<file path="config.mk">
export PLATFORM = sky130hd
export DESIGN_NAME = mera_sys
export DESIGN_NICKNAME = d
export VERILOG_FILES = /design/src/mera_pkg.sv /design/src/mera_sys.sv /design/src/mem_elwro.sv /design/src/sram_ctrl.sv /design/src/mem_map.sv /design/src/bus_master.sv /design/src/power_seq.sv
export VERILOG_INCLUDE_DIRS = /design/src /design/src/src
export SDC_FILE = /design/constraint.sdc
export NUM_CORES = 2
export LEC_CHECK = 0
export BUFFER_PORTS_ARGS = -buffer_cell sky130_fd_sc_hd__buf_4
export CORE_MARGIN = 2
export CORE_UTILIZATION = 55
export DETAILED_ROUTE_END_ITERATION = 10
export PLACE_DENSITY_LB_ADDON = 0.1
export SLEW_MARGIN = 20
export SYNTH_ARGS = -nofsm -noshare
export SYNTH_HDL_FRONTEND = slang
export SYNTH_SLANG_ARGS = --single-unit
</file>
<file path="constraint.sdc">
create_clock -name clk -period 7.12 [get_ports clk]
set_input_delay 0.712 -clock clk [delete_from_list [all_inputs] [get_ports clk]]
set_output_delay 0.712 -clock clk [all_outputs]
set_load 0.01 [all_outputs]
</file>
<file path="src/mera_cfg.svh">
`ifndef MERA_CFG_SVH
`define MERA_CFG_SVH

// ----------------------------------------
// timing
// ----------------------------------------

// clock cycles the sram strobes are held for one word
`define MERA_SRAM_CYCLES 2

// cycles without ok before the master gives up (awaria)
`define MERA_ALARM_TICKS 16

// length of the master clear pulse
`define MERA_CLM_TICKS 8

// ----------------------------------------
// sizes
// ----------------------------------------

// offset bits inside one 4K-word page
`define MERA_OFFSET_BITS 12

// number of segment map entries, block x page
`define MERA_MAP_ENTRIES 256

`endif
</file>
<file path="src/mera_pkg.sv">
package mera_pkg;

	// ----------------------------------------
	// widths with a meaning
	// ----------------------------------------

	typedef logic [15:0] word_t;
	typedef logic [15:0] addr_t;
	// block number (nb) and logical page
	typedef logic [3:0] nb_t;
	typedef logic [3:0] page_t;
	// physical 4K-word frame of the sram
	typedef logic [5:0] frame_t;
	// frame and 12-bit offset
	typedef logic [17:0] sram_addr_t;

	// bus cycle kind: read, write, memory config
	typedef enum logic [1:0] {
		CYC_R,
		CYC_W,
		CYC_S
	} cyc_e;

	// ----------------------------------------
	// port groups
	// ----------------------------------------

	// one word request from the cpu side
	typedef struct packed {
		cyc_e kind;
		nb_t nb;
		addr_t ad;
		word_t dt;
	} bus_req_t;

	typedef struct packed {
		word_t dt;
		logic alarm;
	} bus_resp_t;

	// master to memory lines, strobes active high
	typedef struct packed {
		logic w;
		logic r;
		logic s;
		nb_t nb;
		addr_t ad;
		word_t dt;
	} sysbus_t;

	// sram strobes, all active low
	typedef struct packed {
		logic ce_n;
		logic oe_n;
		logic we_n;
		logic ub_n;
		logic lb_n;
	} sram_ctl_t;

	// bus master fsm
	typedef enum logic [1:0] {
		MS_IDLE,
		MS_STROBE,
		MS_RELEASE,
		MS_RESPOND
	} ms_e;

	// sram controller fsm
	typedef enum logic [1:0] {
		SS_IDLE,
		SS_ACCESS,
		SS_FINISH
	} ss_e;

endpackage

</file>
<file path="src/mera_sys.sv">
`timescale 1ns/100ps

module mera_sys import mera_pkg::*; (
	input  logic       clk,
	input  logic       arst_n,
	input  logic       dcl,
	// cpu side request port
	input  bus_req_t   req,
	input  logic       req_valid,
	output logic       req_ready,
	output bus_resp_t  resp,
	output logic       resp_valid,
	input  logic       resp_ready,
	// sram
	output sram_ctl_t  sram_ctl,
	output sram_addr_t sram_a,
	output word_t      sram_d_out,
	output logic       sram_d_oe,
	input  word_t      sram_d_in
);

	// master clear, from power supply to everybody
	logic clm;
	// system bus
	sysbus_t bus;
	logic ok;
	word_t rdt;

	// ----------------------------------------
	// power supply
	// ----------------------------------------

	power_seq puks (
		.clk(clk),
		.arst_n(arst_n),
		.dcl(dcl),
		.clm(clm)
	);

	// ----------------------------------------
	// cpu bus drivers
	// ----------------------------------------

	bus_master master (
		.clk(clk),
		.arst_n(arst_n),
		.clm(clm),
		.req(req),
		.req_valid(req_valid),
		.req_ready(req_ready),
		.resp(resp),
		.resp_valid(resp_valid),
		.resp_ready(resp_ready),
		.bus(bus),
		.ok(ok),
		.rdt(rdt)
	);

	// ----------------------------------------
	// memory
	// ----------------------------------------

	mem_elwro mem (
		.clk(clk),
		.arst_n(arst_n),
		.clm(clm),
		.bus(bus),
		.ok(ok),
		.rdt(rdt),
		.sram_ctl(sram_ctl),
		.sram_a(sram_a),
		.sram_d_out(sram_d_out),
		.sram_d_oe(sram_d_oe),
		.sram_d_in(sram_d_in)
	);

endmodule

</file>
<file path="src/mem_elwro.sv">
`timescale 1ns/100ps
`include "mera_cfg.svh"

module mem_elwro import mera_pkg::*; (
	input  logic       clk,
	input  logic       arst_n,
	input  logic       clm,
	// system bus
	input  sysbus_t    bus,
	output logic       ok,
	output word_t      rdt,
	// sram
	output sram_ctl_t  sram_ctl,
	output sram_addr_t sram_a,
	output word_t      sram_d_out,
	output logic       sram_d_oe,
	input  word_t      sram_d_in
);

	// previous strobe levels, so each strobe is served once
	logic w_q, r_q, s_q;
	logic w_rise, r_rise, s_rise;
	page_t page;
	logic [`MERA_OFFSET_BITS-1:0] offset;
	frame_t frame;
	logic hit;
	logic sram_start;
	logic sram_done;

	// ----------------------------------------
	// strobe decode
	// ----------------------------------------

	always_ff @(posedge clk or negedge arst_n) begin
		if (!arst_n) begin
			w_q <= 1'b0;
			r_q <= 1'b0;
			s_q <= 1'b0;
		end else begin
			w_q <= bus.w;
			r_q <= bus.r;
			s_q <= bus.s;
		end
	end

	assign w_rise = bus.w && !w_q;
	assign r_rise = bus.r && !r_q;
	assign s_rise = bus.s && !s_q;

	// top nibble selects the page
	assign page = bus.ad[15:12];
	assign offset = bus.ad[`MERA_OFFSET_BITS-1:0];

	// ----------------------------------------
	// segment map
	// ----------------------------------------

	// config word: page in dt[15:12], frame in dt[5:0]
	mem_map map (
		.clk(clk),
		.arst_n(arst_n),
		.clm(clm),
		.wr_en(s_rise),
		.wr_nb(bus.nb),
		.wr_page(bus.dt[15:12]),
		.wr_frame(bus.dt[5:0]),
		.rd_nb(bus.nb),
		.rd_page(page),
		.rd_frame(frame),
		.rd_hit(hit)
	);

	// ----------------------------------------
	// sram access
	// ----------------------------------------

	// unmapped page never starts, so never answers
	assign sram_start = (r_rise || w_rise) && hit;

	sram_ctrl sram (
		.clk(clk),
		.arst_n(arst_n),
		.start(sram_start),
		.we(bus.w),
		.addr({frame, offset}),
		.wdata(bus.dt),
		.done(sram_done),
		.rdata(rdt),
		.sram_ctl(sram_ctl),
		.sram_a(sram_a),
		.sram_d_out(sram_d_out),
		.sram_d_oe(sram_d_oe),
		.sram_d_in(sram_d_in)
	);

	// one-cycle ok, config right away, access after done
	always_ff @(posedge clk or negedge arst_n) begin
		if (!arst_n) begin
			ok <= 1'b0;
		end else if (clm) begin
			ok <= 1'b0;
		end else begin
			ok <= s_rise || sram_done;
		end
	end

endmodule

</file>
<file path="src/sram_ctrl.sv">
`timescale 1ns/100ps
`include "mera_cfg.svh"

module sram_ctrl import mera_pkg::*; (
	input  logic       clk,
	input  logic       arst_n,
	// word access request
	input  logic       start,
	input  logic       we,
	input  sram_addr_t addr,
	input  word_t      wdata,
	output logic       done,
	output word_t      rdata,
	// sram pins
	output sram_ctl_t  sram_ctl,
	output sram_addr_t sram_a,
	output word_t      sram_d_out,
	output logic       sram_d_oe,
	input  word_t      sram_d_in
);

	localparam int unsigned CNT_W = $clog2(`MERA_SRAM_CYCLES + 1);
	localparam logic [CNT_W-1:0] CNT_LAST = CNT_W'(`MERA_SRAM_CYCLES - 1);

	ss_e state;
	logic [CNT_W-1:0] cnt;
	logic access;
	logic last;
	logic we_q;
	sram_addr_t addr_q;
	word_t wdata_q;

	assign access = (state == SS_ACCESS);
	assign last = access && (cnt == CNT_LAST);

	// ----------------------------------------
	// fsm
	// ----------------------------------------

	always_ff @(posedge clk or negedge arst_n) begin
		if (!arst_n) begin
			state <= SS_IDLE;
			cnt <= '0;
		end else begin
			case (state)
			SS_IDLE: begin
				cnt <= '0;
				if (start) begin
					state <= SS_ACCESS;
				end
			end
			SS_ACCESS: begin
				if (last) begin
					state <= SS_FINISH;
				end else begin
					cnt <= cnt + 1'b1;
				end
			end
			SS_FINISH: begin
				// done pulse, back to idle
				state <= SS_IDLE;
			end
			default: begin
				state <= SS_IDLE;
			end
			endcase
		end
	end

	// ----------------------------------------
	// address and data
	// ----------------------------------------

	always_ff @(posedge clk) begin
		if ((state == SS_IDLE) && start) begin
			we_q <= we;
			addr_q <= addr;
			wdata_q <= wdata;
		end
		// read data settled by the last access cycle
		if (last && !we_q) begin
			rdata <= sram_d_in;
		end
	end

	assign done = (state == SS_FINISH);

	// word access, both byte lanes
	always_comb begin
		sram_ctl.ce_n = !access;
		sram_ctl.oe_n = !(access && !we_q);
		sram_ctl.we_n = !(access && we_q);
		sram_ctl.ub_n = !access;
		sram_ctl.lb_n = !access;
	end

	assign sram_a = addr_q;
	assign sram_d_out = wdata_q;
	// drive the data bus only while writing
	assign sram_d_oe = access && we_q;

endmodule

</file>
<file path="src/mem_map.sv">
`timescale 1ns/100ps
`include "mera_cfg.svh"

module mem_map import mera_pkg::*; (
	input  logic   clk,
	input  logic   arst_n,
	input  logic   clm,
	// config write
	input  logic   wr_en,
	input  nb_t    wr_nb,
	input  page_t  wr_page,
	input  frame_t wr_frame,
	// lookup
	input  nb_t    rd_nb,
	input  page_t  rd_page,
	output frame_t rd_frame,
	output logic   rd_hit
);

	localparam int unsigned IDX_W = $clog2(`MERA_MAP_ENTRIES);

	// entry index is block then page
	logic [IDX_W-1:0] wr_idx;
	logic [IDX_W-1:0] rd_idx;
	frame_t frames [`MERA_MAP_ENTRIES];
	logic [`MERA_MAP_ENTRIES-1:0] valid;

	assign wr_idx = {wr_nb, wr_page};
	assign rd_idx = {rd_nb, rd_page};

	// ----------------------------------------
	// valid bits
	// ----------------------------------------

	// block 0 page 0 always present
	always_ff @(posedge clk or negedge arst_n) begin
		if (!arst_n) begin
			valid <= `MERA_MAP_ENTRIES'(1);
		end else if (clm) begin
			valid <= `MERA_MAP_ENTRIES'(1);
		end else if (wr_en && (wr_idx != '0)) begin
			valid[wr_idx] <= 1'b1;
		end
	end

	// ----------------------------------------
	// frame table
	// ----------------------------------------

	// entry 0 is rewired to frame 0 on clear, never by config
	always_ff @(posedge clk) begin
		if (clm) begin
			frames[0] <= '0;
		end else if (wr_en && (wr_idx != '0)) begin
			frames[wr_idx] <= wr_frame;
		end
	end

	// lookup is combinational, same cycle as the strobe edge
	assign rd_frame = frames[rd_idx];
	assign rd_hit = valid[rd_idx];

endmodule

</file>
<file path="src/bus_master.sv">
`timescale 1ns/100ps
`include "mera_cfg.svh"

module bus_master import mera_pkg::*; (
	input  logic      clk,
	input  logic      arst_n,
	input  logic      clm,
	// request port
	input  bus_req_t  req,
	input  logic      req_valid,
	output logic      req_ready,
	// response port
	output bus_resp_t resp,
	output logic      resp_valid,
	input  logic      resp_ready,
	// system bus
	output sysbus_t   bus,
	input  logic      ok,
	input  word_t     rdt
);

	localparam int unsigned ALARM_W = $clog2(`MERA_ALARM_TICKS + 1);
	localparam logic [ALARM_W-1:0] ALARM_LAST = ALARM_W'(`MERA_ALARM_TICKS - 1);

	ms_e state;
	bus_req_t req_q;
	bus_resp_t resp_q;
	logic [ALARM_W-1:0] alarm_cnt;
	logic req_fire;
	logic alarm_hit;

	// new request only when idle and out of clear
	assign req_ready = (state == MS_IDLE) && !clm;
	assign req_fire = req_valid && req_ready;
	// last strobe cycle without ok
	assign alarm_hit = (alarm_cnt == ALARM_LAST);

	// ----------------------------------------
	// fsm
	// ----------------------------------------

	always_ff @(posedge clk or negedge arst_n) begin
		if (!arst_n) begin
			state <= MS_IDLE;
			alarm_cnt <= '0;
		end else if (clm) begin
			// clear drops whatever cycle is going on
			state <= MS_IDLE;
			alarm_cnt <= '0;
		end else begin
			case (state)
			MS_IDLE: begin
				alarm_cnt <= '0;
				if (req_fire) begin
					state <= MS_STROBE;
				end
			end
			MS_STROBE: begin
				// ok wins over a timeout in the same cycle
				if (ok || alarm_hit) begin
					state <= MS_RELEASE;
				end else begin
					alarm_cnt <= alarm_cnt + 1'b1;
				end
			end
			MS_RELEASE: begin
				// strobe is down here, response already valid
				if (resp_ready) begin
					state <= MS_IDLE;
				end else begin
					state <= MS_RESPOND;
				end
			end
			MS_RESPOND: begin
				if (resp_ready) begin
					state <= MS_IDLE;
				end
			end
			default: begin
				state <= MS_IDLE;
			end
			endcase
		end
	end

	// ----------------------------------------
	// request and response words
	// ----------------------------------------

	always_ff @(posedge clk) begin
		if (req_fire) begin
			req_q <= req;
		end
		if (state == MS_STROBE) begin
			if (ok) begin
				// only a read brings data back
				resp_q.dt <= (req_q.kind == CYC_R) ? rdt : '0;
				resp_q.alarm <= 1'b0;
			end else if (alarm_hit) begin
				// awaria: no memory answered
				resp_q.dt <= '0;
				resp_q.alarm <= 1'b1;
			end
		end
	end

	assign resp = resp_q;
	assign resp_valid = (state == MS_RELEASE) || (state == MS_RESPOND);

	// one strobe, matching the kind, only while in strobe state
	always_comb begin
		bus.w = (state == MS_STROBE) && (req_q.kind == CYC_W);
		bus.r = (state == MS_STROBE) && (req_q.kind == CYC_R);
		bus.s = (state == MS_STROBE) && (req_q.kind == CYC_S);
		bus.nb = req_q.nb;
		bus.ad = req_q.ad;
		bus.dt = req_q.dt;
	end

endmodule

</file>
<file path="src/power_seq.sv">
`timescale 1ns/100ps
`include "mera_cfg.svh"

module power_seq (
	input  logic clk,
	input  logic arst_n,
	input  logic dcl,
	output logic clm
);

	localparam int unsigned CNT_W = $clog2(`MERA_CLM_TICKS + 1);
	localparam logic [CNT_W-1:0] CNT_LOAD = CNT_W'(`MERA_CLM_TICKS);

	// dcl sync chain, last stage only for edge detect
	logic [2:0] dcl_sr;
	logic dcl_rise;
	logic [CNT_W-1:0] clm_cnt;

	// ----------------------------------------
	// clear request input
	// ----------------------------------------

	// panel button is asynchronous to clk
	always_ff @(posedge clk or negedge arst_n) begin
		if (!arst_n) begin
			dcl_sr <= '0;
		end else begin
			dcl_sr <= {dcl_sr[1:0], dcl};
		end
	end

	assign dcl_rise = dcl_sr[1] && !dcl_sr[2];

	// ----------------------------------------
	// clm pulse
	// ----------------------------------------

	// counter starts loaded, so clm is up right out of reset
	always_ff @(posedge clk or negedge arst_n) begin
		if (!arst_n) begin
			clm_cnt <= CNT_LOAD;
		end else if (dcl_rise) begin
			clm_cnt <= CNT_LOAD;
		end else if (clm_cnt != '0) begin
			clm_cnt <= clm_cnt - 1'b1;
		end
	end

	// high while counting down
	assign clm = (clm_cnt != '0);

endmodule

</file>
==> reports/metrics.yaml <==
status:
  outcome: "finished clean"
grt:
  grt_overflow_total: 0
  antenna_found_initial: 7
  grt_start_max_net_pins: 161
  grt_pass1_vias: 38700
  grt_pass1_wl_um: 269000
  grt.total_usage_pct: 26.7
hold_path:
  hold_depth: 1
  hp-class: "in -> reg"
  worstHoldEndpoint: "master.bus[32]$_DFFE_PP_"
  hold_path_startpoint: "req[32]"
sta:
  finalCriticalPeriod_ps: 4570
  fin_crit_sh_pct: 64.2
  maxSlewViolCount: 0
  rsz0062_at_grt: "no"
  max_freq_mhz: 219
  fin_ws_ps: 2550
  tns_ps: 0
  worst_clock_skew_ps: 20.4
  hold_viol: 0
  slew_headroom_pct: 26.5
  setup_violations: 0
  tightest_slew_ps: 1100
setup_path:
  critPathRequiredTime_ps: 7660
  slowest_delay_ps: 820
  cpLargestDelayFamily: "multiplexers"
  path_buf_inv: 2
  rr_endpoint: "mem.sram.sram_a[16]$_DFFE_PP_"
  ff2ff_setup_slack_ps: 2550
  path_class: "reg -> reg"
  critPathMaxFanout: 65
  crit_arrival_ps: 5120
  cp-end-kind: "register"
  path_cells: "buf_12 -> buf_12 -> mux4_2 -> mux4_2 -> mux2i_1 -> nor3_1 -> or4b_1"
  reg2regPathDepth: 7
  worstReg2RegStart: "master.bus[28]$_DFFE_PP_"
  critPathLaunchType: "register"
  crit_slowest_cell: "edfxtp_1"
clock_tree:
  post-cts-setup-buffers: 0
  cts-buffers-inserted: 190
  h-tree-depth: 4
  cts_root_buf: "clkbuf_16"
  clock_sink_count: 1920
  clockBufferDepth: 3
  cts.clk_slew.worst_paths_ps: 60
  cts_tree: "yes"
  clkLatencyLatePin_ps: 830
routing:
  drt-total-wl_um: 182000
  drtIter0Drc: 4265
  dr.pass1.iters: 5
  antenna_left: 0
  wl_per_cell_um: 31.3
  vias: 37600
  vias_per_cell: 6.46
  route.detailed.drc: 0
synthesis:
  ys_seq_elements: 1920
  synthTopCellsByCount: "edfxtp_1 (1642), mux4_2 (541), nor2_1 (284)"
  synth_cell_types: 66
  synthTopCellsByArea: "edfxtp_1 (66%), mux4_2 (16%), dfrtp_1 (9.2%)"
  yosysWarnings: 0
  yosysTopAreaCell: "edfxtp_1"
  synth-edff-count: 1642
  syn_avg_cell_area_sq_um: 20.0
  synth.cell_area_sq_um: 74800
  syn_inst: 3733
  ys.flop_type: "edfxtp_1"
  syn_nets: 3796
  ys_seq_area_share_pct: 75.2
  synth_top_area_share_pct: 65.9
  synth.most_common_cell: "edfxtp_1"
  async_flop_share_pct: 14.5
job:
  cap_viol_max_count: 0
floorplanning:
  initial_utilization_pct: 55.3
  pin_count: 118
  core_area_sq_um: 135000
  dieArea_sq_um: 139000
  die_x_um: 373
  die_y_um: 373
  rows: 135
finish:
  final_util_pct: 62.0
  final_cell_count_no_fill: 5822
  num-fill-cells: 9198
  area_growth_pct: 12.2
  layout-drive-gt1-share_pct: 26.1
  nNetsFinal: 3938
power_and_ir_drop:
  leakage_nw: 31.9
  power_density_nw_per_um2: 279
  peakVddDrop_uv: 214
place:
  port_buffers: 117
  hpwl_um: 108000
  pre_cts_ws_ps: 2550
  gp_routability_congestion: 0.851
  place_inst: 5460
metrics by stage:
step | power [mW] | instance area [sq um] | hold slack [ps]
finish | 23.4 | 83900 | 69.9
global route | 24.0 | 83900 | 31.1
CTS | 23.5 | 83800 | 8.89
detailed placement | 13.8 | 77700 | 343
global placement | 13.8 | 77700 | 353
floorplan | 13.3 | 74800 | 331
layout by cell type (no fill, tap or decap), types with 4 or more instances in the layout:
cell type / n
mux2i_1: 24
nor2_1: 284
clkbuf_16: 192
nand2_1: 197
mux4_2: 541
inv_6: 12
nand2b_1: 8
buf_12: 11
inv_1: 13
o21ai_0: 153
clkinv_1: 37
nand3_1: 8
nor4_1: 4
nor3_1: 18
o22ai_1: 12
edfxtp_1: 1642
nor2b_1: 11
a211oi_1: 5
and2_4: 7
nand4_1: 7
nand2_2: 12
clkbuf_1: 44
and3_1: 4
a21o_1: 113
a22oi_1: 30
or3_1: 5
a21oi_1: 17
bufinv_16: 15
ha_1: 4
and2_1: 22
buf_4: 176
clkbuf_8: 10
nand3_4: 6
dfrtp_1: 276
clkinv_2: 40
clkinvlp_4: 4
mux2_2: 5
worst max-delay path by stage:
stage                                                 to                   startpoint  cells after the start  slack (ps)
final                      mem.sram.sram_a[16]$_DFFE_PP_     master.bus[28]$_DFFE_PP_                      7        2550
after global routing       mem.sram.sram_a[16]$_DFFE_PP_     master.bus[28]$_DFFE_PP_                      7        2420
after CTS                  mem.sram.sram_a[16]$_DFFE_PP_     master.bus[28]$_DFFE_PP_                      7        2560
after detailed placement   mem.sram.sram_a[16]$_DFFE_PP_     master.bus[28]$_DFFE_PP_                      7        2550
after global placement     mem.sram.sram_a[16]$_DFFE_PP_     master.bus[28]$_DFFE_PP_                      7        2640
after floorplan           mem.map.frames[0][0]$_DFFE_PP_  puks.clm_cnt[0]$_DFFE_PN0P_                      8        1250
power by group:
| group | switching (mW) | internal, mW | leakage (nW) |
|---|---|---|---|
| clock network | 4.18 | 5.61 | 3.00 |
| registers | 0.0541 | 12.1 | 22.0 |
| logic | 0.915 | 0.471 | 6.93 |
kinds of logic (layout without fill, tap and decap cells):
group | count (synthesis) | after routing | share of synthesized area [%]
AOI/OAI and AO/OA | 361 | 361 | 3.07
xor gates and xnor gates | 2 | 2 | 0.0234
adders and majority gates | 4 | 4 | 0.0669
buffers and inverters | 262 | 569 | 1.50
DFF | 1920 | 1920 | 75.2
muxes | 570 | 570 | 16.7
other | 0 | 1 | 0
and+or+nand+nor | 614 | 614 | 3.47
worst reg2reg max path: stages, from the launching register on:
cell,delay (ps)
edfxtp_1,820
buf_12,420
buf_12,600
mux4_2,690
mux4_2,530
mux2i_1,530
nor3_1,160
or4b_1,550
layout make-up:
class                           instances  area, sq um  share of cell area, %
Sequential cell                      1920        56300                   67.0
Clock buffer                          246         5110                   6.09
Timing Repair Buffer                  195         1670                   1.98
Inverter                               17         68.8                 0.0820
Tap cell                             1781         2230                   2.66
Clock inverter                        111          991                   1.18
Antenna cell                            1         2.50                0.00298
Multi-Input combinational cell       1551        17600                   21.0
registers in the layout (all words and copies together), names as in the netlist, 3 cells and up:
register and count:
master.alarm_cnt 5, master.bus 36, master.resp 17, mem.map.frames 1536, mem.map.valid 256, mem.sram.rdata 16
mem.sram.sram_a 18, mem.sram.sram_d_out 16, puks.clm_cnt 4, puks.dcl_sr 3
routing by layer:
layer	share of wire (%)	vias up	GRT usage (%)
li1	-	15400	-
met1	41	20200	37.9
met2	48	1642	41.6
met3	8.4	352	6.10
met4	3.2	4	8.96
met5	0.014	-	0
repair_timing:
item / 4_1_cts / 5_1_grt
endpoints found under the hold margin: 1 / 33
hold buffers: 1 / 1
gates resized for setup: 0 / 0
setup endpoints to repair: 0 / 0
(Power assumes the default switching activity.)
